`config.mk`:
```
export PLATFORM = sky130hd
export DESIGN_NAME = interpolator
export DESIGN_NICKNAME = d
export VERILOG_FILES = /design/src/source/stcPkg.sv /design/src/source/interpolator.sv
export VERILOG_INCLUDE_DIRS = /design/src /design/src/include
export SDC_FILE = /design/constraint.sdc
export NUM_CORES = 2
export LEC_CHECK = 0
export BUFFER_PORTS_ARGS = -buffer_cell sky130_fd_sc_hd__buf_2
export CORE_ASPECT_RATIO = 1.75
export CORE_MARGIN = 2
export CORE_UTILIZATION = 45
export CTS_BUF_LIST = sky130_fd_sc_hd__clkbuf_8 sky130_fd_sc_hd__clkbuf_16
export CTS_CLUSTER_DIAMETER = 150
export CTS_CLUSTER_SIZE = 28
export DETAILED_ROUTE_END_ITERATION = 8
export SYNTH_ARGS = -nofsm -noshare
export SYNTH_HDL_FRONTEND = slang
export SYNTH_SLANG_ARGS = --single-unit
```
`constraint.sdc`:
```
create_clock -name clk2x -period 14.67 [get_ports clk2x]
set_clock_uncertainty 0.15 [all_clocks]
set_input_delay 2.2005 -clock clk2x [delete_from_list [all_inputs] [get_ports clk2x]]
set_output_delay 2.2005 -clock clk2x [all_outputs]
set_load 0.05 [all_outputs]
```
`src/include/stcDefs.svh`:
```
`ifndef STC_DEFS_SVH
`define STC_DEFS_SVH

// sample and control widths
`define SAMPLE_WIDTH 18
`define MU_WIDTH 18             // unsigned, 1.0 is 2^17
`define TAU_WIDTH 6             // signed path delay in samples

// frame layout
`define CODEWORDS_PER_FRAME 16
`define BITS_PER_CODEWORD 4

// readout pacing out of the alignment buffer
`define CLKS_PER_OUTPUT 4

// alignment buffer entries, power of two
`define ALIGN_DEPTH 128

`endif

```
`src/source/stcPkg.sv`:
```
`include "stcDefs.svh"

package stcPkg;

    // one real or imaginary part
    typedef logic signed [`SAMPLE_WIDTH-1:0] sampleT;

    typedef struct packed {
        sampleT re;
        sampleT im;
    } complexSampleT;

    typedef logic [`MU_WIDTH-1:0] muT;              // fractional delay
    typedef logic signed [`TAU_WIDTH-1:0] tauT;     // delay between the two paths

    // everything latched on an estimate strobe
    typedef struct packed {
        complexSampleT h0;
        complexSampleT h1;
        tauT           deltaTau;
        muT            mu;
    } channelEstT;

    typedef logic [`BITS_PER_CODEWORD-1:0] codewordT;

    // frame alignment buffer states
    typedef enum logic [1:0] {
        ALIGN_IDLE,
        ALIGN_ARMED,
        ALIGN_RUN
    } alignStateT;

endpackage

```
`src/source/interpolator.sv`:
```
`include "stcDefs.svh"
`timescale 1ns/1ps

module interpolator
    import stcPkg::*;
(
    input  logic          clk2x,
    input  logic          reset,
    input  logic          clear,
    input  logic          inValid,
    input  complexSampleT inData,
    input  muT            mu,
    output logic          outValid,
    output complexSampleT outData
);

    localparam int DIFF_WIDTH = `SAMPLE_WIDTH + 1;
    localparam int PROD_WIDTH = DIFF_WIDTH + `MU_WIDTH + 1;
    localparam int MU_FRAC    = `MU_WIDTH - 1;

    localparam logic signed [PROD_WIDTH-1:0] SAT_MAX = 2 ** (`SAMPLE_WIDTH - 1) - 1;
    localparam logic signed [PROD_WIDTH-1:0] SAT_MIN = -(2 ** (`SAMPLE_WIDTH - 1));

    complexSampleT prevSample;

    // prev + mu * (cur - prev), rounded and clipped
    function automatic sampleT interpPart(sampleT cur, sampleT prev, muT frac);
        logic signed [DIFF_WIDTH-1:0] diff;
        logic signed [PROD_WIDTH-1:0] prod;
        logic signed [PROD_WIDTH-1:0] acc;
        diff = DIFF_WIDTH'(cur) - DIFF_WIDTH'(prev);
        prod = diff * $signed({1'b0, frac});
        acc  = (prod + (PROD_WIDTH'(1) <<< (MU_FRAC - 1))) >>> MU_FRAC;
        acc  = acc + PROD_WIDTH'(prev);
        if (acc > SAT_MAX) begin
            acc = SAT_MAX;
        end else if (acc < SAT_MIN) begin
            acc = SAT_MIN;
        end
        return sampleT'(acc);
    endfunction

    always_ff @(posedge clk2x) begin
        if (reset) begin
            outValid <= 1'b0;
        end else begin
            outValid <= inValid;
        end
    end

    // history restarts with each trellis
    always_ff @(posedge clk2x) begin
        if (reset || clear) begin
            prevSample <= '0;
        end else if (inValid) begin
            prevSample <= inData;
        end
    end

    always_ff @(posedge clk2x) begin
        if (inValid) begin
            outData.re <= interpPart(inData.re, prevSample.re, mu);
            outData.im <= interpPart(inData.im, prevSample.im, mu);
        end
    end

endmodule

```
### Word level (Yosys, flattened, before mapping)

Index checks and enable logic that the tools add are counted.

* register bits after elaboration: 73
* bits of input ports: 58
* output and inout bits: 37
* word-level logic and storage cells: 20

* add/sub/neg operators: 6
* multiply operators: 2
* order comparisons: 4
* muxes and demuxes: 2
* reduce and logical (&&, ||, !) cells: 1

Operators with widths (count)
* $add 38x18->38 const B: 2
* $mul 19x19->38: 2
* $add 21x18->22: 2
* $gt 22x18->1 const B: 2
* $lt 22x18->1 const B: 2
* $sub 18x18->19: 2
* $mux 18: 2
* $logic_or 1x1->1: 1

### Logic depth before layout (Yosys ltp)

* depth in word-level cells: 6
* gate-level depth with buffers: 46
* gate-level depth less buffers: 42

### Worst setup path before layout

No wires, ideal clock.

* path kind: in2reg
* from: input inData[18] (netlist bit)
* to: register outData[27] (netlist bit), data pin
* setup time: 0.254 ns
* data arrival time: 12.106 ns
* required time: 14.266 ns
* slack: 2.160 ns
* stages: 44
* path buffers: 4
* path through: inv_1 > ha_1 > fa_1 > nand2b_1 > a21boi_0 > o21ai_0 > a21oi_1 > a21o_1 > a21oi_1 > o21bai_1 > a21oi_2 > buf_2 > mux2i_1 > fa_1 > fa_1 > inv_1 > fa_1 > inv_1 > [... 8 more ...] > a31o_2 > a311o_1 > a211oi_1 > o21bai_1 > xor2_1 > ha_1 > clkbuf_1 > a21oi_1 > o22ai_1 > a221o_1 > a21oi_1 > o21bai_1 > a21oi_1 > o21ai_1 > a41o_1 > clkbuf_1 > buf_2 > a21o_1

* word-level cells in the longest chain between the ends: 6
* elaborated cells between the ends (all ways): 7
* classes of those cells: add/sub (3); mul (1); order compare (2); mux (1)

Ends and longest elaborated chain
* from (decl): RTL line interpolator.sv:11 `input complexSampleT inData,`
* $sub 18x18->19 *: RTL line interpolator.sv:31 `diff = DIFF_WIDTH'(cur) - DIFF_WIDTH'(prev);`
* $mul 19x19->38 *: RTL line interpolator.sv:32 `prod = diff * $signed({1'b0, frac});`
* $add 38x18->38 *: RTL line interpolator.sv:33 `acc = (prod + (PROD_WIDTH'(1) <<< (MU_FRAC - 1))) >>> MU_FRAC;`
* $add 21x18->22 *: RTL line interpolator.sv:34 `acc = acc + PROD_WIDTH'(prev);`
* $lt 22x18->1: RTL line interpolator.sv:37 `end else if (acc < SAT_MIN) begin`
* $mux 18: RTL line interpolator.sv:37
* to (decl): RTL line interpolator.sv:14 `output complexSampleT outData`

Every way passes the cells marked *; elsewhere a longest branch is shown, timed or not.
A chain may end at the register's enable or synchronous reset.

### Final worst setup path

* from: input inData[1] (netlist bit)
* to: register outData[8] (netlist bit), data pin

The elaborated chain is that of the path after synthesis.

==> impl_results.md <==
- Vias: between 20000 and 25000
- DIE AREA: 75300 sq um
- Row count: about 130
- Via-per-instance ratio: 5.32
- Slowest stage delay, CP: 720 ps
- Setup bufs post-CTS: 0
- Grt total ovfl: 0
- Post-route antenna net violation count: 0
- Post-route insts no fill: 4548
- PortBufs: 94
- Sink Count: 73
- Final wirelength: ~86000 microns
- RSZ-0062 raised after global routing: false
- Hpwl dp: 67600 microns
- Die W: approximately 210 microns
- Inst Count DP: 4532
- Yosys cell types: a little under 80
- Fin. Hold Viols: 0
- Hold Path Depth: 2
- Hold Path Origin: prevSample[30]
- Slowest stage cell, crit path: o31ai_1
- Layout filler cell count: between 7000 and 8000
- Top cell type's share of synthesized area: 41.4%
- Root Buffer: clkbuf_16
- Post-synth EDFFs: 36
- Initial antenna violation count: 0
- Hold Path End: prevSample[30]
- Reg clk slew, reported paths: 70 ps
- Post-synth ARST share: 0%
- Setup_tns: 0 ps
- Initial Util: 45.3%
- P&R area growth vs syn: 5.59%
- Fin nets: around 4700
- Final setup viols: 0
- CP Data Required Time: 14620 ps
- Crit Path Max Fanout: 18
- Worst slew pin tran: 1180 ps
- Placeable Area: just over 70000 sq um
- I/O Pins: 95
- Gpl congestion: 0.859
- First-pass GRT wire length: 142000 microns
- Num CTS Buffers: 9
- Vias in the first global route: 26700
- Result of the run: finished, final reports clean
- Worst r2r path cells: 39
- Syn avg cell area: 9.12 sq um
- Top_reg_cell synth: dfxtp_1
- Critical Path AT: 13570 ps
- Ranking of synthesized cells by area: fa_1 41%, ha_1 13%, inv_1 8.3%
- Max Clock Freq: 0.0734 GHz
- Total track usage: 24.1%
- Cts repair resizes: 0
- Final cycle utilization of the critical path: 92.8%
- CTS max path bufs: 2
- Worst skew pair latency: 390 ps
- Largest net degree at the start of global routing: 50
- Reg-to-Reg End: outData[8]
- MaxCap Viol Count: 0
- Warning count from the yosys run: 0
- #FFs+latches synth: 73
- Hold_buf cts: 0
- Sequential fraction of the synthesis area: 5.54%
- CP Launch Type: input port
- Most frequent CP cell: fa_1
- Relative slew slack: 20.8%
- FF-to-FF Start: prevSample[1]
- Reg-to-reg setup timing slack: 2490 ps
- Drt drc: 0
- Crit end category: flip-flop
- Min Tclk post-route: approximately 14000 ps
- Die Y: between 300 and 400 microns
- CTS tree: built
- Iter 0 DRT Violations: 995
- Layout cells sized above 1: 5.89%
- Syn Std Cell Area: 32900 sq um
- Synth Instances: 3605
- Hold Path Class: flip-flop to flip-flop
- Post-Syn Nets: 4691
- Critical path class: input port to flip-flop
- Cell taking the most area after synthesis: fa_1
- Diodes inserted: 0
- WL per Instance: between 15 and 20 microns
- DRT Pass-1 Iters: 5
- Final Max Tran Viols: 0
- Htree depth: 3
## sequential cells by signal, summed over array words and instances, names as in the netlist
name,count
outData,36
prevSample,36
outValid,1
## how the worst max path moves through the flow
stage / endpoint / cells after the start / from / slack [ps]
2_1_floorplan: outData[27] / 44 / inData[18] / 2160
3_3_place_gp: outData[3] / 39 / inData[1] / 980
3_5_place_dp: outData[7] / 39 / inData[1] / 820
4_1_cts: outData[8] / 39 / inData[1] / 1170
5_1_grt: outData[8] / 39 / inData[1] / 300
6_report: outData[8] / 39 / inData[1] / 1050
## area by class of cell
cell class / instances / area [sq um] / share of cell area (%)
clock buffers: 9 / 225 / 0.649
multi-input cells: 2642 / 27700 / 79.7
flip-flops and latches: 73 / 1820 / 5.25
repair buffers: 156 / 938 / 2.70
clock inverters: 7 / 141 / 0.407
well taps: 931 / 1160 / 3.36
inverters: 730 / 2740 / 7.89
## stage by stage
stage	hold WS [ps]	cell area [sq um]	worst slack, ps	util (%)
after floorplan	340	32900	2160	-
after global placement	360	34300	979	47.3
after detailed placement	374	34300	821	47.3
after CTS	391	34700	1170	47.8
after global routing	413	34700	300	47.8
final	384	34700	1050	47.8
## cell usage after synthesis, drive strengths merged, types with 8 or more instances
| master | number |
|---|---|
| nand4 | 21 |
| xor2 | 47 |
| mux2i | 48 |
| xnor2 | 95 |
| ha | 348 |
| a21o | 58 |
| edfxtp | 36 |
| and3 | 30 |
| a31o | 15 |
| fa | 680 |
| o21ai | 60 |
| a311oi | 9 |
| buf | 12 |
| o211ai | 16 |
| a22o | 9 |
| nor3 | 20 |
| dfxtp | 37 |
| a21oi | 92 |
| nand3 | 52 |
| inv | 730 |
| nand2b | 60 |
| clkbuf | 148 |
| a211oi | 9 |
| nor2 | 115 |
| nand2 | 349 |
| nor2b | 64 |
| a31oi | 23 |
| and2 | 289 |
| nand3b | 11 |
| o21a | 13 |
| o31ai | 8 |
## cell families (layout without fill, tap and decap cells)
kind of cell	Yosys count	after routing	share of synthesized area, %
compound gates	373	373	7.74
xor+xnor	142	142	3.78
mux	55	55	1.70
flops	73	73	5.54
simple gates	1037	1037	16.1
buf+inv	890	902	10.3
fa+ha+maj	1035	1035	54.9
## routing by layer
metal	share of wire [%]	track usage (%)
met1	40	28.9
met2	54	44.6
met3	2.7	1.49
met4	4.0	10.0
met5	0	0
## cell usage in the layout (no fill, tap or decap), types with 9 or more instances in the layout
| cell type | synthesis | layout |
|---|---|---|
| o21a_1 | 13 | 13 |
| dfxtp_1 | 37 | 37 |
| xor2_1 | 47 | 47 |
| nand2_1 | 349 | 349 |
| clkbuf_16 | 0 | 9 |
| buf_4 | 0 | 63 |
| fa_1 | 680 | 680 |
| buf_2 | 5 | 93 |
| and3_1 | 30 | 30 |
| and2_1 | 289 | 289 |
| nand2b_1 | 60 | 60 |
| nor3_1 | 20 | 20 |
| edfxtp_1 | 36 | 36 |
| nand3b_1 | 11 | 11 |
| a22o_1 | 9 | 9 |
| a21o_1 | 58 | 58 |
| mux2i_1 | 48 | 48 |
| o21ai_0 | 58 | 57 |
| a21oi_1 | 88 | 88 |
| nor2_1 | 115 | 113 |
| a31oi_1 | 23 | 23 |
| nor2b_1 | 63 | 63 |
| nand3_1 | 52 | 52 |
| a31o_2 | 15 | 15 |
| inv_1 | 730 | 731 |
| nand4_1 | 21 | 21 |
| a211oi_1 | 9 | 9 |
| xnor2_1 | 95 | 95 |
| ha_1 | 348 | 348 |
| o211ai_1 | 16 | 16 |
## worst max-delay path, delay by kind of cell
| family | cells | cell delay, ps |
|---|---|---|
| xor+xnor | 1 | 230 |
| buf+inv | 3 | 230 |
| fa+ha+maj | 10 | 4110 |
| simple gates | 9 | 2210 |
| compound gates | 16 | 4580 |
Power is not shown: default switching activity piles up to over one toggle a cycle in this logic, so the estimate is an artifact.
