==> config.mk <==
export PLATFORM = sky130hd
export DESIGN_NAME = stcDetector
export DESIGN_NICKNAME = d
export VERILOG_FILES = /design/src/source/stcPkg.sv /design/src/source/stcDetector.sv
export VERILOG_INCLUDE_DIRS = /design/src /design/src/include
export SDC_FILE = /design/constraint.sdc
export NUM_CORES = 2
export LEC_CHECK = 0
export BUFFER_PORTS_ARGS = -buffer_cell sky130_fd_sc_hd__buf_2
export CORE_MARGIN = 2
export CORE_UTILIZATION = 65
export DETAILED_ROUTE_END_ITERATION = 7
export GPL_ROUTABILITY_DRIVEN = 0
export PLACE_DENSITY = 0.86
export RECOVER_POWER = 100
export SYNTH_ARGS = -nofsm -noshare
export SYNTH_HDL_FRONTEND = slang
export SYNTH_SLANG_ARGS = --single-unit
==> constraint.sdc <==
create_clock -name clk2x -period 14.65 [get_ports clk2x]
set_input_delay 0.7325 -clock clk2x [delete_from_list [all_inputs] [get_ports clk2x]]
set_output_delay 0.7325 -clock clk2x [all_outputs]
set_load 0.01 [all_outputs]
==> src/include/stcDefs.svh <==
`ifndef STC_DEFS_SVH
`define STC_DEFS_SVH

// sample and control widths
`define SAMPLE_WIDTH 18
`define MU_WIDTH 18             // unsigned, 1.0 is 2^17
`define TAU_WIDTH 6             // signed path delay in samples

// frame layout
`define CODEWORDS_PER_FRAME 16
`define BITS_PER_CODEWORD 4

// readout pacing out of the alignment buffer
`define CLKS_PER_OUTPUT 4

// alignment buffer entries, power of two
`define ALIGN_DEPTH 128

`endif

==> src/source/stcPkg.sv <==
`include "stcDefs.svh"

package stcPkg;

    // one real or imaginary part
    typedef logic signed [`SAMPLE_WIDTH-1:0] sampleT;

    typedef struct packed {
        sampleT re;
        sampleT im;
    } complexSampleT;

    typedef logic [`MU_WIDTH-1:0] muT;              // fractional delay
    typedef logic signed [`TAU_WIDTH-1:0] tauT;     // delay between the two paths

    // everything latched on an estimate strobe
    typedef struct packed {
        complexSampleT h0;
        complexSampleT h1;
        tauT           deltaTau;
        muT            mu;
    } channelEstT;

    typedef logic [`BITS_PER_CODEWORD-1:0] codewordT;

    // frame alignment buffer states
    typedef enum logic [1:0] {
        ALIGN_IDLE,
        ALIGN_ARMED,
        ALIGN_RUN
    } alignStateT;

endpackage

==> src/source/stcDetector.sv <==
`include "stcDefs.svh"
`timescale 1ns/1ps

module stcDetector
    import stcPkg::*;
(
    input  logic          clk2x,
    input  logic          reset,
    input  logic          clear,
    input  logic          inValid,
    input  complexSampleT inData,
    input  channelEstT    est,
    output logic          cwValid,
    output codewordT      cwBits
);

    localparam int DELAY_DEPTH  = 32;
    localparam int DELAY_SEL    = $clog2(DELAY_DEPTH);
    localparam int METRIC_WIDTH = 2 * `SAMPLE_WIDTH + 2;
    localparam int CNT_WIDTH    = $clog2(`BITS_PER_CODEWORD);
    localparam int LAST_BIT     = `BITS_PER_CODEWORD - 1;

    typedef logic signed [METRIC_WIDTH-1:0] metricT;

    complexSampleT                 delayLine [DELAY_DEPTH];  // [0] is x[n-1]
    complexSampleT                 delayed;
    logic [`TAU_WIDTH:0]           delayAbs;
    metricT                        metric;
    logic                          decision;
    logic [`BITS_PER_CODEWORD-2:0] shiftReg;
    logic [CNT_WIDTH-1:0]          bitCnt;

    // real part of conj(h) * x
    function automatic metricT realConjProd(complexSampleT h, complexSampleT x);
        metricT reProd;
        metricT imProd;
        reProd = h.re * x.re;
        imProd = h.im * x.im;
        return reProd + imProd;
    endfunction

    // one extra bit so that |-32| fits
    assign delayAbs = est.deltaTau[`TAU_WIDTH-1] ?
                      -{est.deltaTau[`TAU_WIDTH-1], est.deltaTau} :
                      {1'b0, est.deltaTau};

    always_comb begin
        if (delayAbs == '0) begin
            delayed = inData;
        end else begin
            delayed = delayLine[DELAY_SEL'(delayAbs - 1'b1)];
        end
    end

    assign metric   = realConjProd(est.h0, inData) + realConjProd(est.h1, delayed);
    assign decision = metric[METRIC_WIDTH-1];  // negative metric means 1

    always_ff @(posedge clk2x) begin
        if (inValid) begin
            delayLine[0] <= inData;
            for (int i = 1; i < DELAY_DEPTH; i++) begin
                delayLine[i] <= delayLine[i-1];
            end
        end
    end

    always_ff @(posedge clk2x) begin
        if (reset || clear) begin
            bitCnt  <= '0;
            cwValid <= 1'b0;
        end else begin
            cwValid <= inValid && (bitCnt == CNT_WIDTH'(LAST_BIT));
            if (inValid) begin
                bitCnt <= (bitCnt == CNT_WIDTH'(LAST_BIT)) ? '0 : bitCnt + 1'b1;
            end
        end
    end

    // first decision of a codeword ends up in the MSB
    always_ff @(posedge clk2x) begin
        if (inValid) begin
            shiftReg <= {shiftReg[`BITS_PER_CODEWORD-3:0], decision};
            if (bitCnt == CNT_WIDTH'(LAST_BIT)) cwBits <= {shiftReg, decision};
        end
    end

endmodule

## Yosys cells after proc, flatten, opt, wreduce, memory -nomap -nowiden

Memory sizes are Yosys's and may differ from the RTL's.
Index checks and enable logic that the tools add are counted.

| word-level totals | value |
|---|---|
| output and inout bits | 5 |
| memory bits (writable) | 1152 |
| latch bits | 0 |
| ROM bits | 0 |
| memories | 1 |
| flip-flop bits (word level) | 10 |
| input port bits | 136 |
| word-level logic and storage cells | 25 |

| operators by class | value |
|---|---|
| $lt $le $gt $ge | 0 |
| eq/ne operators | 1 |
| shift-type cells | 0 |
| reduce and logical (&&, ||, !) cells | 4 |
| muxes and demuxes | 5 |
| $mul | 4 |
| bitwise operators | 0 |
| $add $sub $neg | 6 |
| div/mod/pow operators | 0 |

Memories:

| memory | words | bits a word | read ports | clocked after memory_dff | wr ports | line | source |
|---|---|---|---|---|---|---|---|
| delayLine | 32 | 36 | 32 | 0 | 32 | stcDetector.sv:25 | `complexSampleT delayLine [DELAY_DEPTH];` |

Operators with widths:

| kind | number |
|---|---|
| $mul 18x18->36 | 4 |
| $add 36x36->37 | 2 |
| $add 37x37->38 | 1 |
| $mux 36 | 1 |
| $logic_not 7->1 | 1 |
| $mux 7 | 1 |
| $neg 7->7 | 1 |
| $sub 5x1->5 const B | 1 |
| $add 2x1->2 const B | 1 |
| $eq 2x2->1 const B | 1 |
| $mux 1 | 2 |
| $mux 2 | 1 |
| $reduce_and 2->1 | 1 |
| $logic_and 1x1->1 | 1 |
| $logic_or 1x1->1 | 1 |

## Logic depth before layout (Yosys ltp)

An unclocked memory read counts as a cell.

| depth | value |
|---|---|
| depth in word-level cells | 8 |
| mapped depth | 49 |

## Least setup slack after synthesis

OpenSTA, ideal clock, no wires.

| timing path | value |
|---|---|
| path kind | in2reg |
| start point | input port est[18] (netlist bit) |
| end point | register cwBits[0] (data pin) |
| data required time | 14379 ps |
| slack | 2856 ps |
| path buffers | 10 |
| cell stages on the path | 45 |
| data arrival time | 11523 ps |
| path through | buf_4 > buf_2 > buf_2 > buf_2 > inv_1 > ha_1 > nand2_1 > o21ai_0 > inv_1 > ha_1 > buf_4 > buf_4 > buf_2 > buf_2 > buf_4 > mux4_2 > mux2i_1 > nand3_1 > (+9 left out) > inv_1 > fa_1 > fa_1 > fa_1 > fa_1 > fa_1 > fa_1 > inv_1 > fa_1 > inv_1 > ha_1 > a21o_1 > a21o_1 > a21oi_1 > nor2_1 > a211oi_1 > o41ai_1 > xnor2_1 |

| on the way | value |
|---|---|
| word-level cells in the longest chain between the ends | 8 |

RTL lines:

| item | line | source |
|---|---|---|
| from (decl) | stcDetector.sv:12 | `input channelEstT est,` |
| $neg 7->7 | stcDetector.sv:44 | `` -{est.deltaTau[`TAU_WIDTH-1], est.deltaTau} : `` |
| $mux 7 (*) | stcDetector.sv:43 | `` assign delayAbs = est.deltaTau[`TAU_WIDTH-1] ? `` |
| $sub 5x1->5 | stcDetector.sv:51 | `delayed = delayLine[DELAY_SEL'(delayAbs - 1'b1)];` |
| $mem_v2 32x36 | -- |  |
| $mux 36 (*) | stcDetector.sv:48 | `if (delayAbs == '0) begin` |
| $mul 18x18->36, on equally long branches | stcDetector.sv:37, stcDetector.sv:38 |  |
| $add 36x36->37 (*) | stcDetector.sv:39 | `return reProd + imProd;` |
| $add 37x37->38 (*) | stcDetector.sv:55 | `assign metric = realConjProd(est.h0, inData) + realConjProd(est.h1, delayed);` |
| via metric[37] | stcDetector.sv:28 | `metricT metric;` |
| to (signal assigned) | stcDetector.sv:83 | `if (bitCnt == CNT_WIDTH'(LAST_BIT)) cwBits <= {shiftReg, decision};` |
| to (decl) | stcDetector.sv:14 | `output codewordT cwBits` |

Mark *: on every way through the listed nets, which the timed path passes. The rest lies on a longest branch.
A chain may end at the register's enable or synchronous reset.

## Worst setup path in the final report

| timing path | value |
|---|---|
| start point | input port est[18] (netlist bit) |
| end point | register shiftReg[0] (data pin) |

| on the way | value |
|---|---|
| word-level cells in the longest chain between the ends | 8 |

RTL lines:

| item | line | source |
|---|---|---|
| $neg 7->7 | stcDetector.sv:44 |  |
| $mux 7 (*) | stcDetector.sv:43 |  |
| $sub 5x1->5 | stcDetector.sv:51 |  |
| $mem_v2 32x36 | -- |  |
| $mux 36 (*) | stcDetector.sv:48 |  |
| $mul 18x18->36, on equally long branches | stcDetector.sv:37, stcDetector.sv:38 |  |
| $add 36x36->37 (*) | stcDetector.sv:39 |  |
| $add 37x37->38 (*) | stcDetector.sv:55 |  |
| via metric[37] | stcDetector.sv:28 |  |
| to (signal assigned) | stcDetector.sv:82 | `` shiftReg <= {shiftReg[`BITS_PER_CODEWORD-3:0], decision}; `` |
| to (decl) | stcDetector.sv:30 | `` logic [`BITS_PER_CODEWORD-2:0] shiftReg; `` |

Marked as above.

==> flow_metrics.env <==
export IMPL_status="complete, but fails checks"
export IMPL_violations="capacitance limit, slew limit"
export IMPL_critPathKind="in -> reg"
export IMPL_rrSetupSlack_ns=3.97
export IMPL_via_per_inst=6.10
export IMPL_die_h_microns=383
export IMPL_max_slew_worst_pin_slew_ns=7.48
export IMPL_yosys_area_share_adder=0.368
export IMPL_drc=0
export IMPL_syn_nets=8913
export IMPL_dr_max_layer_used="met5"
export IMPL_min_period_ns=13.58
export IMPL_synth_ff_type="edfxtp_1"
export IMPL_start_util=0.657
export IMPL_drv_cap=25
export IMPL_cts_root_buf="clkbuf_16"
export IMPL_grt_pass1_vias=60488
export IMPL_setup_violations=0
export IMPL_synth_top_area_share=0.373
export IMPL_drive_gt1_frac=0.103
export IMPL_slew_headroom=-3.98
export IMPL_grt_usage=0.310
export IMPL_finalNetCount=8897
export IMPL_synth_top_cell_by_area="edfxtp_1"
export IMPL_cts_resized=0
export IMPL_ios=141
export IMPL_wl_met3_microns=24300
export IMPL_skew_ns=0.0536
export IMPL_clk_latency_ns=0.78
export IMPL_path_max_fanout=92
export IMPL_synthToLayoutAreaGrowth_pct=6.38
export IMPL_cpMostUsedCell="fa_1"
export IMPL_hold_buffers=0
export IMPL_wl_met1_microns=77100
export IMPL_cts_inserted_buffers=112
export IMPL_synth_area_per_cell_sq_um=13.4
export IMPL_yosys_cell_count_top_type="inv_1"
export IMPL_h_tree_depth=3
export IMPL_synthXorXnorAreaFrac=0.00370
export IMPL_synth_commonest_cells="1571 x inv_1, 1538 x fa_1, 1159 x edfxtp_1, 801 x nand2_1, 439 x and2_1"
export IMPL_wl_per_cell_microns=24.3
export IMPL_cp_top_family="adder cells"
export IMPL_ys_seq_area_frac=0.374
export IMPL_setup_tns_ns=0
export IMPL_coreArea_sq_um=142000
export IMPL_antenna_found_initial=42
export IMPL_grt_pass1_wl_microns=344000
export IMPL_synthCells=6959
export IMPL_die_area_sq_um=146000
export IMPL_synth_compound_area_share=0.0166
export IMPL_critPathSlowestCell="ha_2"
export IMPL_slowest_delay_ns=1.15
export IMPL_die_w_microns=383
export IMPL_clock_fmax_mhz=73.6
export IMPL_min_path_type="in -> reg"
export IMPL_ys_types=58
export IMPL_grt_overflow=0
export IMPL_first_pass_iters=8
export IMPL_yosys_mux_area_fraction=0.0860
export IMPL_wl_met2_microns=107000
export IMPL_place_detailed_hpwl_microns=161000
export IMPL_hold_viol=0
export IMPL_rsz0062_at_grt="false"
export IMPL_vias=54592
export IMPL_syn_area_sq_um=93200
export IMPL_yosys_top_cells_area="edfxtp_1 37%, fa_1 33%, mux4_2 7.0%"
export IMPL_cts_sinks=1162
export IMPL_post_cts_setup_buffer_count=0
export IMPL_fin_crit_sh=0.927
export IMPL_cts_tree="yes"
export IMPL_slew_viol_final=1283
export IMPL_grt_max_degree=172
export IMPL_path_buf_inv=7
export IMPL_worstPathRequired_ns=15.09
export IMPL_path_clk_slew_ns=0.08
export IMPL_synth_top_family_by_area="adder cells"
export IMPL_ys_ff_latch=1162
export IMPL_final_antenna_net_count=0
export IMPL_async_reset_ff_frac=0
export IMPL_drt_total_wl_microns=217000
export IMPL_nFillCells=8683
export IMPL_yosysWarnings=0
export IMPL_clk_path_buf_depth=3
export IMPL_drt_iter0_drc=6073
export IMPL_worstPathArrival_ns=14.02
export IMPL_critPathLaunchType="input port"
export IMPL_synth_edff_count=1159
export IMPL_num_rows=138
export IMPL_endpoint_kind="register"
export IMPL_synthSimpleGateAreaFrac=0.0728
export IMPL_port_buffers=122
worst register-to-register path: cells and delay by family (launching register included):
kind / cells / cell delay (ns)
adders and majority gates: 11 / 5.92
AOI/OAI and AO/OA: 8 / 2.81
muxes: 2 / 0.36
and+or+nand+nor: 2 / 0.50
DFF: 1 / 0.37
xor gates and xnor gates: 1 / 0.21
buffers and inverters: 3 / 0.18
worst paths after layout:
check / from / end / cells past startpoint
worst min register to register: delayLine[26][26]$_DFFE_PP_ / delayLine[27][26]$_DFFE_PP_ / 0
worst max-delay path: est[18] / shiftReg[0]$_DFFE_PP_ / 35
worst min-delay path: reset / bitCnt[0]$_SDFFE_PP0P_ / 2
worst max register to register: delayLine[10][0]$_DFFE_PP_ / shiftReg[0]$_DFFE_PP_ / 27
cell families after synthesis:
| group | after synthesis |
|---|---|
| buffers and inverters | 1907 |
| adder cells (fa/ha/maj) | 1818 |
| AND/OR/NAND/NOR | 1445 |
| flip-flops | 1162 |
| multiplexers | 432 |
| AO/OA/AOI/OAI | 158 |
| XOR/XNOR | 37 |
through the flow:
stage / instances / utilization / hold slack, ns / setup WS, ns / cell area, sq um
after floorplan: 6959 / - / 0.400 / 2.86 / 93200
after global placement: 8719 / 0.673 / 0.402 / 0.883 / 95500
after detailed placement: 8719 / 0.673 / 0.420 / 0.751 / 95500
after CTS: 8929 / 0.699 / 0.143 / 1.34 / 99300
after global routing: 8939 / 0.699 / 0.167 / 0.519 / 99200
final: 8945 / 0.699 / 0.190 / 1.07 / 99200
metal layers:
metal	vias to the layer above	GRT usage
li1	22017	-
met3	727	0.0738
met2	3373	0.505
met5	-	0
met4	42	0.112
met1	28433	0.412
state kept, by name, indices dropped and copies added, names as in the netlist:
signal and cells:
shiftReg 3, cwValid 1, delayLine 1152, bitCnt 2, cwBits 4
layout make-up:
type | instances | area (sq um) | area share
Multi-Input combinational cell | 3890 | 51000 | 0.515
Timing Repair Buffer | 204 | 1240 | 0.0126
Antenna cell | 16 | 40.0 | 0.000404
Clock inverter | 79 | 847 | 0.00854
Inverter | 1573 | 5900 | 0.0595
Tap cell | 1890 | 2360 | 0.0238
Sequential cell | 1162 | 34900 | 0.352
Clock buffer | 131 | 2870 | 0.0290
cells in the final DEF (no fill, tap or decap), types with 5 or more instances in the layout:
master / instances
a31oi_2: 21
buf_2: 85
nand2b_1: 45
a31oi_4: 11
o2111ai_2: 5
mux2i_1: 74
a21o_1: 18
diode_2: 16
a21oi_1: 10
nor2_1: 69
edfxtp_1: 1159
inv_6: 6
mux2_2: 70
clkinv_1: 28
o21ai_0: 6
nand4_1: 8
buf_12: 9
ha_1: 279
o2111ai_1: 30
and2_1: 437
bufinv_16: 12
nand2_1: 801
inv_1: 1571
clkbuf_16: 112
fa_1: 1538
nand3_1: 70
xnor2_1: 33
clkinv_2: 19
clkinv_16: 5
clkbuf_1: 70
buf_4: 57
mux4_2: 288
o221ai_1: 34
Power is left out: the tool's default activity adds up to more than one toggle a clock period on the data nets, which glitch-free logic cannot reach.
