### config.mk
export PLATFORM = sky130hd
export DESIGN_NAME = detectionFilter
export DESIGN_NICKNAME = d
export VERILOG_FILES = /design/src/source/stcPkg.sv /design/src/source/detectionFilter.sv
export VERILOG_INCLUDE_DIRS = /design/src /design/src/include
export SDC_FILE = /design/constraint.sdc
export NUM_CORES = 1
export LEC_CHECK = 0
export ABC_CLOCK_PERIOD_IN_PS = 7400
export BUFFER_PORTS_ARGS = -buffer_cell sky130_fd_sc_hd__clkbuf_2
export CORE_MARGIN = 4
export CORE_UTILIZATION = 30
export CTS_BUF_LIST = sky130_fd_sc_hd__clkbuf_8
export CTS_CLUSTER_SIZE = 16
export DETAILED_ROUTE_END_ITERATION = 8
export PLACE_DENSITY_LB_ADDON = 0.2
export RECOVER_POWER = 25
export SYNTH_ARGS = -nofsm -noshare
export SYNTH_HDL_FRONTEND = slang
export SYNTH_SLANG_ARGS = --single-unit
### constraint.sdc
create_clock -name clk2x -period 7.4 [get_ports clk2x]
set_clock_uncertainty 0.1 [all_clocks]
set_input_delay 1.48 -clock clk2x [delete_from_list [all_inputs] [get_ports clk2x]]
set_output_delay 1.48 -clock clk2x [all_outputs]
set_load 0.01 [all_outputs]
### src/include/stcDefs.svh
`ifndef STC_DEFS_SVH
`define STC_DEFS_SVH

// sample and control widths
`define SAMPLE_WIDTH 18
`define MU_WIDTH 18             // unsigned, 1.0 is 2^17
`define TAU_WIDTH 6             // signed path delay in samples

// frame layout
`define CODEWORDS_PER_FRAME 16
`define BITS_PER_CODEWORD 4

// readout pacing out of the alignment buffer
`define CLKS_PER_OUTPUT 4

// alignment buffer entries, power of two
`define ALIGN_DEPTH 128

`endif

### src/source/stcPkg.sv
`include "stcDefs.svh"

package stcPkg;

    // one real or imaginary part
    typedef logic signed [`SAMPLE_WIDTH-1:0] sampleT;

    typedef struct packed {
        sampleT re;
        sampleT im;
    } complexSampleT;

    typedef logic [`MU_WIDTH-1:0] muT;              // fractional delay
    typedef logic signed [`TAU_WIDTH-1:0] tauT;     // delay between the two paths

    // everything latched on an estimate strobe
    typedef struct packed {
        complexSampleT h0;
        complexSampleT h1;
        tauT           deltaTau;
        muT            mu;
    } channelEstT;

    typedef logic [`BITS_PER_CODEWORD-1:0] codewordT;

    // frame alignment buffer states
    typedef enum logic [1:0] {
        ALIGN_IDLE,
        ALIGN_ARMED,
        ALIGN_RUN
    } alignStateT;

endpackage

### src/source/detectionFilter.sv
`include "stcDefs.svh"
`timescale 1ns/1ps

module detectionFilter
    import stcPkg::*;
(
    input  logic          clk2x,
    input  logic          reset,
    input  logic          inValid,
    input  complexSampleT inData,
    output logic          outValid,
    output complexSampleT outData
);

    localparam int SUM_WIDTH = `SAMPLE_WIDTH + 2;   // headroom for the gain of 4

    typedef logic signed [SUM_WIDTH-1:0] sumT;

    complexSampleT hist1;       // x[n-1]
    complexSampleT hist2;       // x[n-2]
    sumT           sumRe;
    sumT           sumIm;
    logic          sumValid;

    // 1-2-1 weighting of one part
    function automatic sumT tapSum(sampleT newest, sampleT middle, sampleT oldest);
        return sumT'(newest) + (sumT'(middle) <<< 1) + sumT'(oldest);
    endfunction

    always_ff @(posedge clk2x) begin
        if (reset) begin
            hist1    <= '0;
            hist2    <= '0;
            sumValid <= 1'b0;
            outValid <= 1'b0;
        end else begin
            sumValid <= inValid;
            outValid <= sumValid;
            if (inValid) begin
                hist1 <= inData;
                hist2 <= hist1;
            end
        end
    end

    // adder tree, registered
    always_ff @(posedge clk2x) begin
        if (inValid) begin
            sumRe <= tapSum(inData.re, hist1.re, hist2.re);
            sumIm <= tapSum(inData.im, hist1.im, hist2.im);
        end
    end

    // divide by 4, the sum always fits back into a sample
    always_ff @(posedge clk2x) begin
        if (sumValid) begin
            outData.re <= sampleT'(sumRe >>> 2);
            outData.im <= sampleT'(sumIm >>> 2);
        end
    end

    // both pipeline valids leave reset cleared
    assert property (@(posedge clk2x) $fell(reset) |-> !outValid ##1 !outValid)
        else $error("detectionFilter: outValid high right after reset");

endmodule

* Word-level counts from Yosys, hierarchy flattened
Index checks and enable logic that the tools add are counted. Widths: inputs -> output; s select.
Storage, ports and cells: memory bits (writable) 0, word-level logic and storage cells 14, memories 0, ROM bits 0, output and inout port bits 37, latch bits 0, bits of input ports 39, bits in registers 150
Operators by class: shifts and indexed selects 0, divide/modulo/power cells 0, multiply operators 0, reductions and logical operators 0, bitwise operators 0, multiplexer cells 0, order comparisons 0, add/sub/neg operators 4, eq/ne operators 0
Operator list (number):
- $add 18x19->20 | 2
- $add 20x18->20 | 2

* Depth between registers and ports, before layout
Gate-level depths: netlist of run 1.
word-level depth 2, gate-level depth with buffers 10, depth with buffers taken out 10

* Worst setup path before layout of run 1
No wires, ideal clock.
kind input-to-reg, start point in inData[19] in the netlist's numbering, end point reg sumRe[17], data pin, arrival 3.486 ns, stages on the path 10, setup time 0.260 ns, setup slack 3.555 ns, cells stage by stage inv_1 > fa_1 > nand3b_1 > fa_1 > nand2b_1 > a21oi_1 > o21ai_2 > o21bai_1 > o221ai_1 > xnor2_1
On the way: word-level cells in the longest chain between the ends 2
RTL lines:
- from (decl) | line detectionFilter.sv:10 | input complexSampleT inData,
- $add 18x19->20 | line detectionFilter.sv:27 | return sumT'(newest) + (sumT'(middle) <<< 1) + sumT'(oldest);
- $add 20x18->20 | line detectionFilter.sv:27
- to (signal assigned) | line detectionFilter.sv:49 | sumRe <= tapSum(inData.re, hist1.re, hist2.re);
- to (decl) | line detectionFilter.sv:21 | sumT sumRe;
No other way between the ends. A chain may end at the register's enable or synchronous reset.

* Final worst setup path of run 1
start point in inData[19] in the netlist's numbering, end point reg sumRe[19], data pin
The elaborated chain is that of the path after synthesis.

==> results.yml, run 1 <==
status:
  status: "finished, violations left"
  violations: "capacitance limit, slew limit"
pwr:
  power_frac_seq: 0.495
  p_leak_nw: 3.588
  p_switching_mw: 0.5704
  fin_total_pwr_mw: 1.973
  p_clk_frac: 0.331
  power_density_nw_per_um2: 234.3
  switching_share: 0.2891
  ir_drop_mv: 0.08292
  comb_power_share: 0.174
  p_int_mw: 1.403
job:
  drv_cap: 1
route:
  drt_pass1_iterations: 4
  drc: 0
  detail-route-antenna-nets: 0
  wire_per_inst_um: 14.24
  via_count: 4631
  drt-initial-drc-count: 181
  totalWireLength_mm: 14.47
  via_per_inst: 4.558
grt:
  globalRouteMet1Util: 0.1351
  grt_usage: 0.1129
  grt_overflow: 0
  grt_pass1_vias: 4831
  grt-busiest-layer: "met2"
  antenna_found_initial: 0
  use_met3: 0.02811
  grt_max_degree: 75
  globalRouteMet2Util: 0.1975
  grt_pass1_wl_mm: 23.98
placed_design:
  io_buffer_count: 75
  routabilityCongestion: 0.8581
  dp_hpwl_mm: 10.46
  place_worst_setup_slack_ns: 3.103
synth:
  yosysSeqAreaShare: 0.4991
  ys_warn_count: 0
  ys.flop_type: "dfxtp_1"
  synth_seq_cells: 146
  syn_avg_cell_area_sq_um: 12.05
  syn-num-nets: 717
  synthCells: 606
  synth_edf_count: 72
  synth_cell_type_count: 50
  ys_async_sr_fraction: 0
  synth.cell_area_sq_um: 7301
setup_path:
  cp-start-kind: "input pin"
  endpoint_kind: "flip-flop"
  worstPathRequired_ns: 7.49
  crit_arrival_ns: 3.91
  path_max_fanout: 4
  crit_type: "input pin to flip-flop"
sta:
  fmax_ghz: 0.2621
  final.period_utilization: 0.5157
  hold_viol_final: 0
  rsz0062_at_grt: "false"
  slew_viol_final: 38
  relSlewSlack: -0.2168
  setup_violations: 0
  setup_tns_ns: 0
  tightestPinTransition_ns: 1.823
  worst_slack_ns: 3.584
  min_period_ns: 3.816
clocking:
  post_cts_buffers: 0
  numCtsBuffers: 17
  clk_pin_slew_worst_paths_ns: 0.09
  ctsHoldBuffers: 0
  cts_resized: 0
  cts_root_buffer: "clkbuf_8"
  cts_sinks: 146
  ctsLongestPathBuffers: 2
  tritoncts: "yes"
  htreeDepth: 4
  clk_latency_ns: 0.45
floorplanning:
  die_area_sq_um: 26900
  initial_core_util: 0.3083
  ioPinCount: 76
  die_x_um: 164
  fp.coreArea_sq_um: 23680
  chipHeight_um: 164
  rows: 56
hold_path:
  hp-class: "flip-flop to flip-flop"
final_layout:
  nFillCells: 2378
  diodes: 0
  final_common_cell: "nor2_1"
  post-route-util: 0.3556
  area.growth.synth_to_final_pct: 15.36
  drive_above_1_share: 0.1664
  fin_nets: 795
  layout_common_cells: "92 x nor2_1, 74 x dfxtp_1, 74 x clkbuf_2"
[critical path, stage by stage]
cell and delay (ns):
clkbuf_2 0.09, inv_1 0.05, fa_1 0.50, nand3b_1 0.21, fa_1 0.41, nand2b_1 0.18
a21oi_1 0.30, o21ai_2 0.16, o21ai_0 0.26, and4_1 0.23, nor3_1 0.06
[cells in the mapped netlist (all sizes together), types with 10 or more instances]
master,instances,area [sq um]
xor2,11,96.34
nand2,13,48.80
a21oi,33,168.9
o21ai,24,131.4
edfxtp,72,2162
xnor2,22,192.7
dfxtp,74,1481
nor2,92,345.3
ha,34,425.4
inv,16,60.06
fa,38,760.7
clkbuf,10,38.78
mux2i,72,720.7
[power by group through the flow]
stage               Sequential (mW)  Combinational (mW)  Clock, mW
finish                        0.976               0.344      0.653
global route                  0.987               0.390      0.718
CTS                           0.979               0.349      0.682
detailed placement            0.998               0.346          0
global placement              0.995               0.341          0
floorplan                     0.992               0.244          0
[flip-flops by register name, indices dropped and copies added (netlist names)]
name      flops
hist1        36
hist2        36
outData      36
outValid      1
sumIm        18
sumRe        18
sumValid      1
[kinds of logic after synthesis]
group,count (synthesis),synth area share
AND/OR/NAND/NOR,148,0.09220
flip-flops,146,0.4991
AO/OA/AOI/OAI,101,0.08912
multiplexers,72,0.09871
adder cells (fa/ha/maj),72,0.1625
buffers and inverters,34,0.01885
XOR/XNOR,33,0.03959
[layer usage]
layer	vias to the layer above	wire [um]
met5	-	0
met1	2208	6422
met3	12	426
met4	0	234
li1	2319	-
met2	92	7382
[layout make-up]
cell class	instances	area [sq um]	area share
sequential	146	3643	0.4326
multi-input combinational	426	3520	0.4179
tap	319	399.1	0.04739
timing repair buffer	77	392.9	0.04665
clock buffer	17	234.0	0.02778
clock inverter	15	172.7	0.02050
inverter	16	60.06	0.007131
[worst paths after layout]
kind | cells after the start | end | slack (ns) | startpoint
hold / removal | 0 | outData[8] | 0.32 | sumIm[10]
setup / recovery | 11 | sumRe[19] | 3.58 | inData[19]
setup reg to reg | 10 | sumRe[19] | 4.36 | hist1[18]
hold reg to reg | 0 | outData[8] | 0.32 | sumIm[10]
[stage by stage]
step                cells  instance area [sq um]  hold slack (ns)
global placement      984                   8016           0.3004
finish               1016                   8422           0.3195
floorplan             606                   7301           0.3003
detailed placement    984                   8016           0.3045
CTS                  1016                   8423           0.3217
global route         1016                   8422           0.3295
Power figures use the tool's default switching activity.
==> run 2, diff against run 1 <==
--- a/config.mk
+++ b/config.mk
@@ -6,7 +6,7 @@
 export SDC_FILE = /design/constraint.sdc
 export NUM_CORES = 1
 export LEC_CHECK = 0
-export ABC_CLOCK_PERIOD_IN_PS = 7400
+export ABC_CLOCK_PERIOD_IN_PS = 3100
 export BUFFER_PORTS_ARGS = -buffer_cell sky130_fd_sc_hd__clkbuf_2
 export CORE_MARGIN = 4
 export CORE_UTILIZATION = 30
==> constraint.sdc (replaced) <==
create_clock -name clk2x -period 3.1 [get_ports clk2x]
set_clock_uncertainty 0.1 [all_clocks]
set_input_delay 0.62 -clock clk2x [delete_from_list [all_inputs] [get_ports clk2x]]
set_output_delay 0.62 -clock clk2x [all_outputs]
set_load 0.01 [all_outputs]
==> results.yml, run 2 (synthesized netlist as in run 1, its figures left out) <==
status:
  status: "finished, violations left"
  violations: "capacitance limit, slew limit"
route:
  drc: 0
  drt_pass1_iterations: 4
  detail-route-antenna-nets: 0
  drt-initial-drc-count: 189
  totalWireLength_mm: 14.50
  via_count: 4705
  via_per_inst: 4.477
  wire_per_inst_um: 13.79
setup_path:
  critPathCapture: "sumRe[17]"
  crit_type: "flip-flop to flip-flop"
  r2r_slack_ns: 0.24
  r2r-start: "hist1[18]"
  worstPathRequired_ns: 3.19
  crit_arrival_ns: 2.95
  crit_start: "hist1[18]"
  rr_endpoint: "sumRe[17]"
  path_max_fanout: 4
  cp-start-kind: "flip-flop"
  timing.reg2reg.worst_path_depth: 11
  endpoint_kind: "flip-flop"
floorplanning:
  ioPinCount: 76
  die_x_um: 164
  chipHeight_um: 164
  die_area_sq_um: 26900
  initial_core_util: 0.3083
  fp.coreArea_sq_um: 23680
  rows: 56
clocking:
  clk_latency_ns: 0.44
  cts_root_buffer: "clkbuf_8"
  clk_pin_slew_worst_paths_ns: 0.09
  cts_sinks: 146
  tritoncts: "yes"
  numCtsBuffers: 17
  htreeDepth: 4
  post_cts_buffers: 0
  ctsHoldBuffers: 0
  ctsLongestPathBuffers: 2
  cts_resized: 0
grt:
  grt_max_degree: 55
  grt_pass1_wl_mm: 24.43
  antenna_found_initial: 0
  grt_usage: 0.1145
  grt_overflow: 0
  grt_pass1_vias: 5060
placed_design:
  dp_hpwl_mm: 10.88
  routabilityCongestion: 0.8797
  io_buffer_count: 75
final_layout:
  fin_nets: 830
  post-route-util: 0.3682
  layout_common_cells: "92 x nor2_1, 74 x clkbuf_2, 73 x dfxtp_1"
  diodes: 0
  nFillCells: 2349
  largestRegisters: "hist1 x36, hist2 x36, outData x36"
  area.growth.synth_to_final_pct: 19.45
  drive_above_1_share: 0.2090
  multi_input_area_sq_um: 3522
  seq_area_sq_um: 3645
  final_common_cell: "nor2_1"
sta:
  rsz0062_at_grt: "false"
  fmax_ghz: 0.3501
  relSlewSlack: -0.2304
  min_period_ns: 2.856
  setup_tns_ns: 0
  final.period_utilization: 0.9214
  tightestPinTransition_ns: 1.846
  hold_viol_final: 0
  slew_viol_final: 26
  setup_violations: 0
pwr:
  p_leak_nw: 3.772
  ir_drop_mv: 0.2047
  power_density_nw_per_um2: 546.8
hold_path:
  min_delay_path_depth: 0
  hp-class: "flip-flop to flip-flop"
job:
  drv_cap: 1
run 2: changes by cell type in the layout (fill, tap and decap cells not counted):
| cell | previous run | this run |
|---|---|---|
| buf_12 | 0 | 3 |
| o21ai_1 | 1 | 2 |
| clkinv_1 | 1 | 0 |
| clkinvlp_4 | 3 | 2 |
| clkbuf_1 | 0 | 1 |
| dfxtp_1 | 74 | 73 |
| fa_1 | 38 | 37 |
| o21ai_0 | 20 | 19 |
| clkinv_2 | 0 | 2 |
| dfxtp_2 | 0 | 1 |
| fa_2 | 0 | 1 |
| buf_4 | 3 | 34 |
run 2: per-stage QoR:
stage | instance area [sq um] | setup slack (ns) | power, mW | hold WS [ns] | instances
6_report | 8721 | 0.2436 | 4.769 | 0.3222 | 1051
5_1_grt | 8721 | 0.03019 | 5.064 | 0.3258 | 1051
4_1_cts | 8722 | 0.1350 | 4.856 | 0.3217 | 1051
3_5_place_dp | 8317 | -0.1964 | 3.287 | 0.3045 | 1019
3_3_place_gp | 8317 | -0.1452 | 3.272 | 0.3011 | 1019
2_1_floorplan | 7301 | 0.1148 | 2.951 | 0.3003 | 606
run 2: per-layer routing:
layer / track usage / routed length [um] / share of wire / vias to the layer above
met3: 0.02735 / 413 / 0.028 / 20
met1: 0.1345 / 6408 / 0.44 / 2226
met5: 0 / 0 / 0 / -
li1: - / - / - / 2387
met2: 0.2024 / 7378 / 0.51 / 72
met4: 0.04384 / 297 / 0.020 / 0
run 2: where the power goes:
group | switching, mW | internal (mW) | leakage [nW]
clock network | 0.794 | 0.740 | 0.203
registers | 0.0804 | 2.25 | 1.30
logic | 0.479 | 0.428 | 2.27
run 2: worst max-delay path, stage by stage, from the launching register on:
cell	delay, ns
dfxtp_1	0.37
inv_1	0.07
fa_1	0.46
nand3b_1	0.22
fa_2	0.36
nand2b_1	0.16
a21oi_1	0.14
buf_4	0.14
o21ai_2	0.09
o21bai_1	0.20
o221ai_1	0.15
xnor2_1	0.14
run 2: final cells by class:
type | count | area share
well taps | 319 | 0.04577
flip-flops and latches | 146 | 0.4179
clock buffers | 17 | 0.02683
clock inverters | 15 | 0.01966
multi-input cells | 426 | 0.4039
repair buffers | 112 | 0.07905
inverters | 16 | 0.006887
run 2: worst min-delay path by stage:
stage,start,end,slack [ns]
after floorplan,sumIm[2],outData[0],0.30
after global placement,sumIm[2],outData[0],0.30
after detailed placement,sumRe[9],outData[25],0.30
after CTS,inData[12],hist1[12],0.32
after global routing,sumRe[9],outData[25],0.33
final,sumRe[9],outData[25],0.32
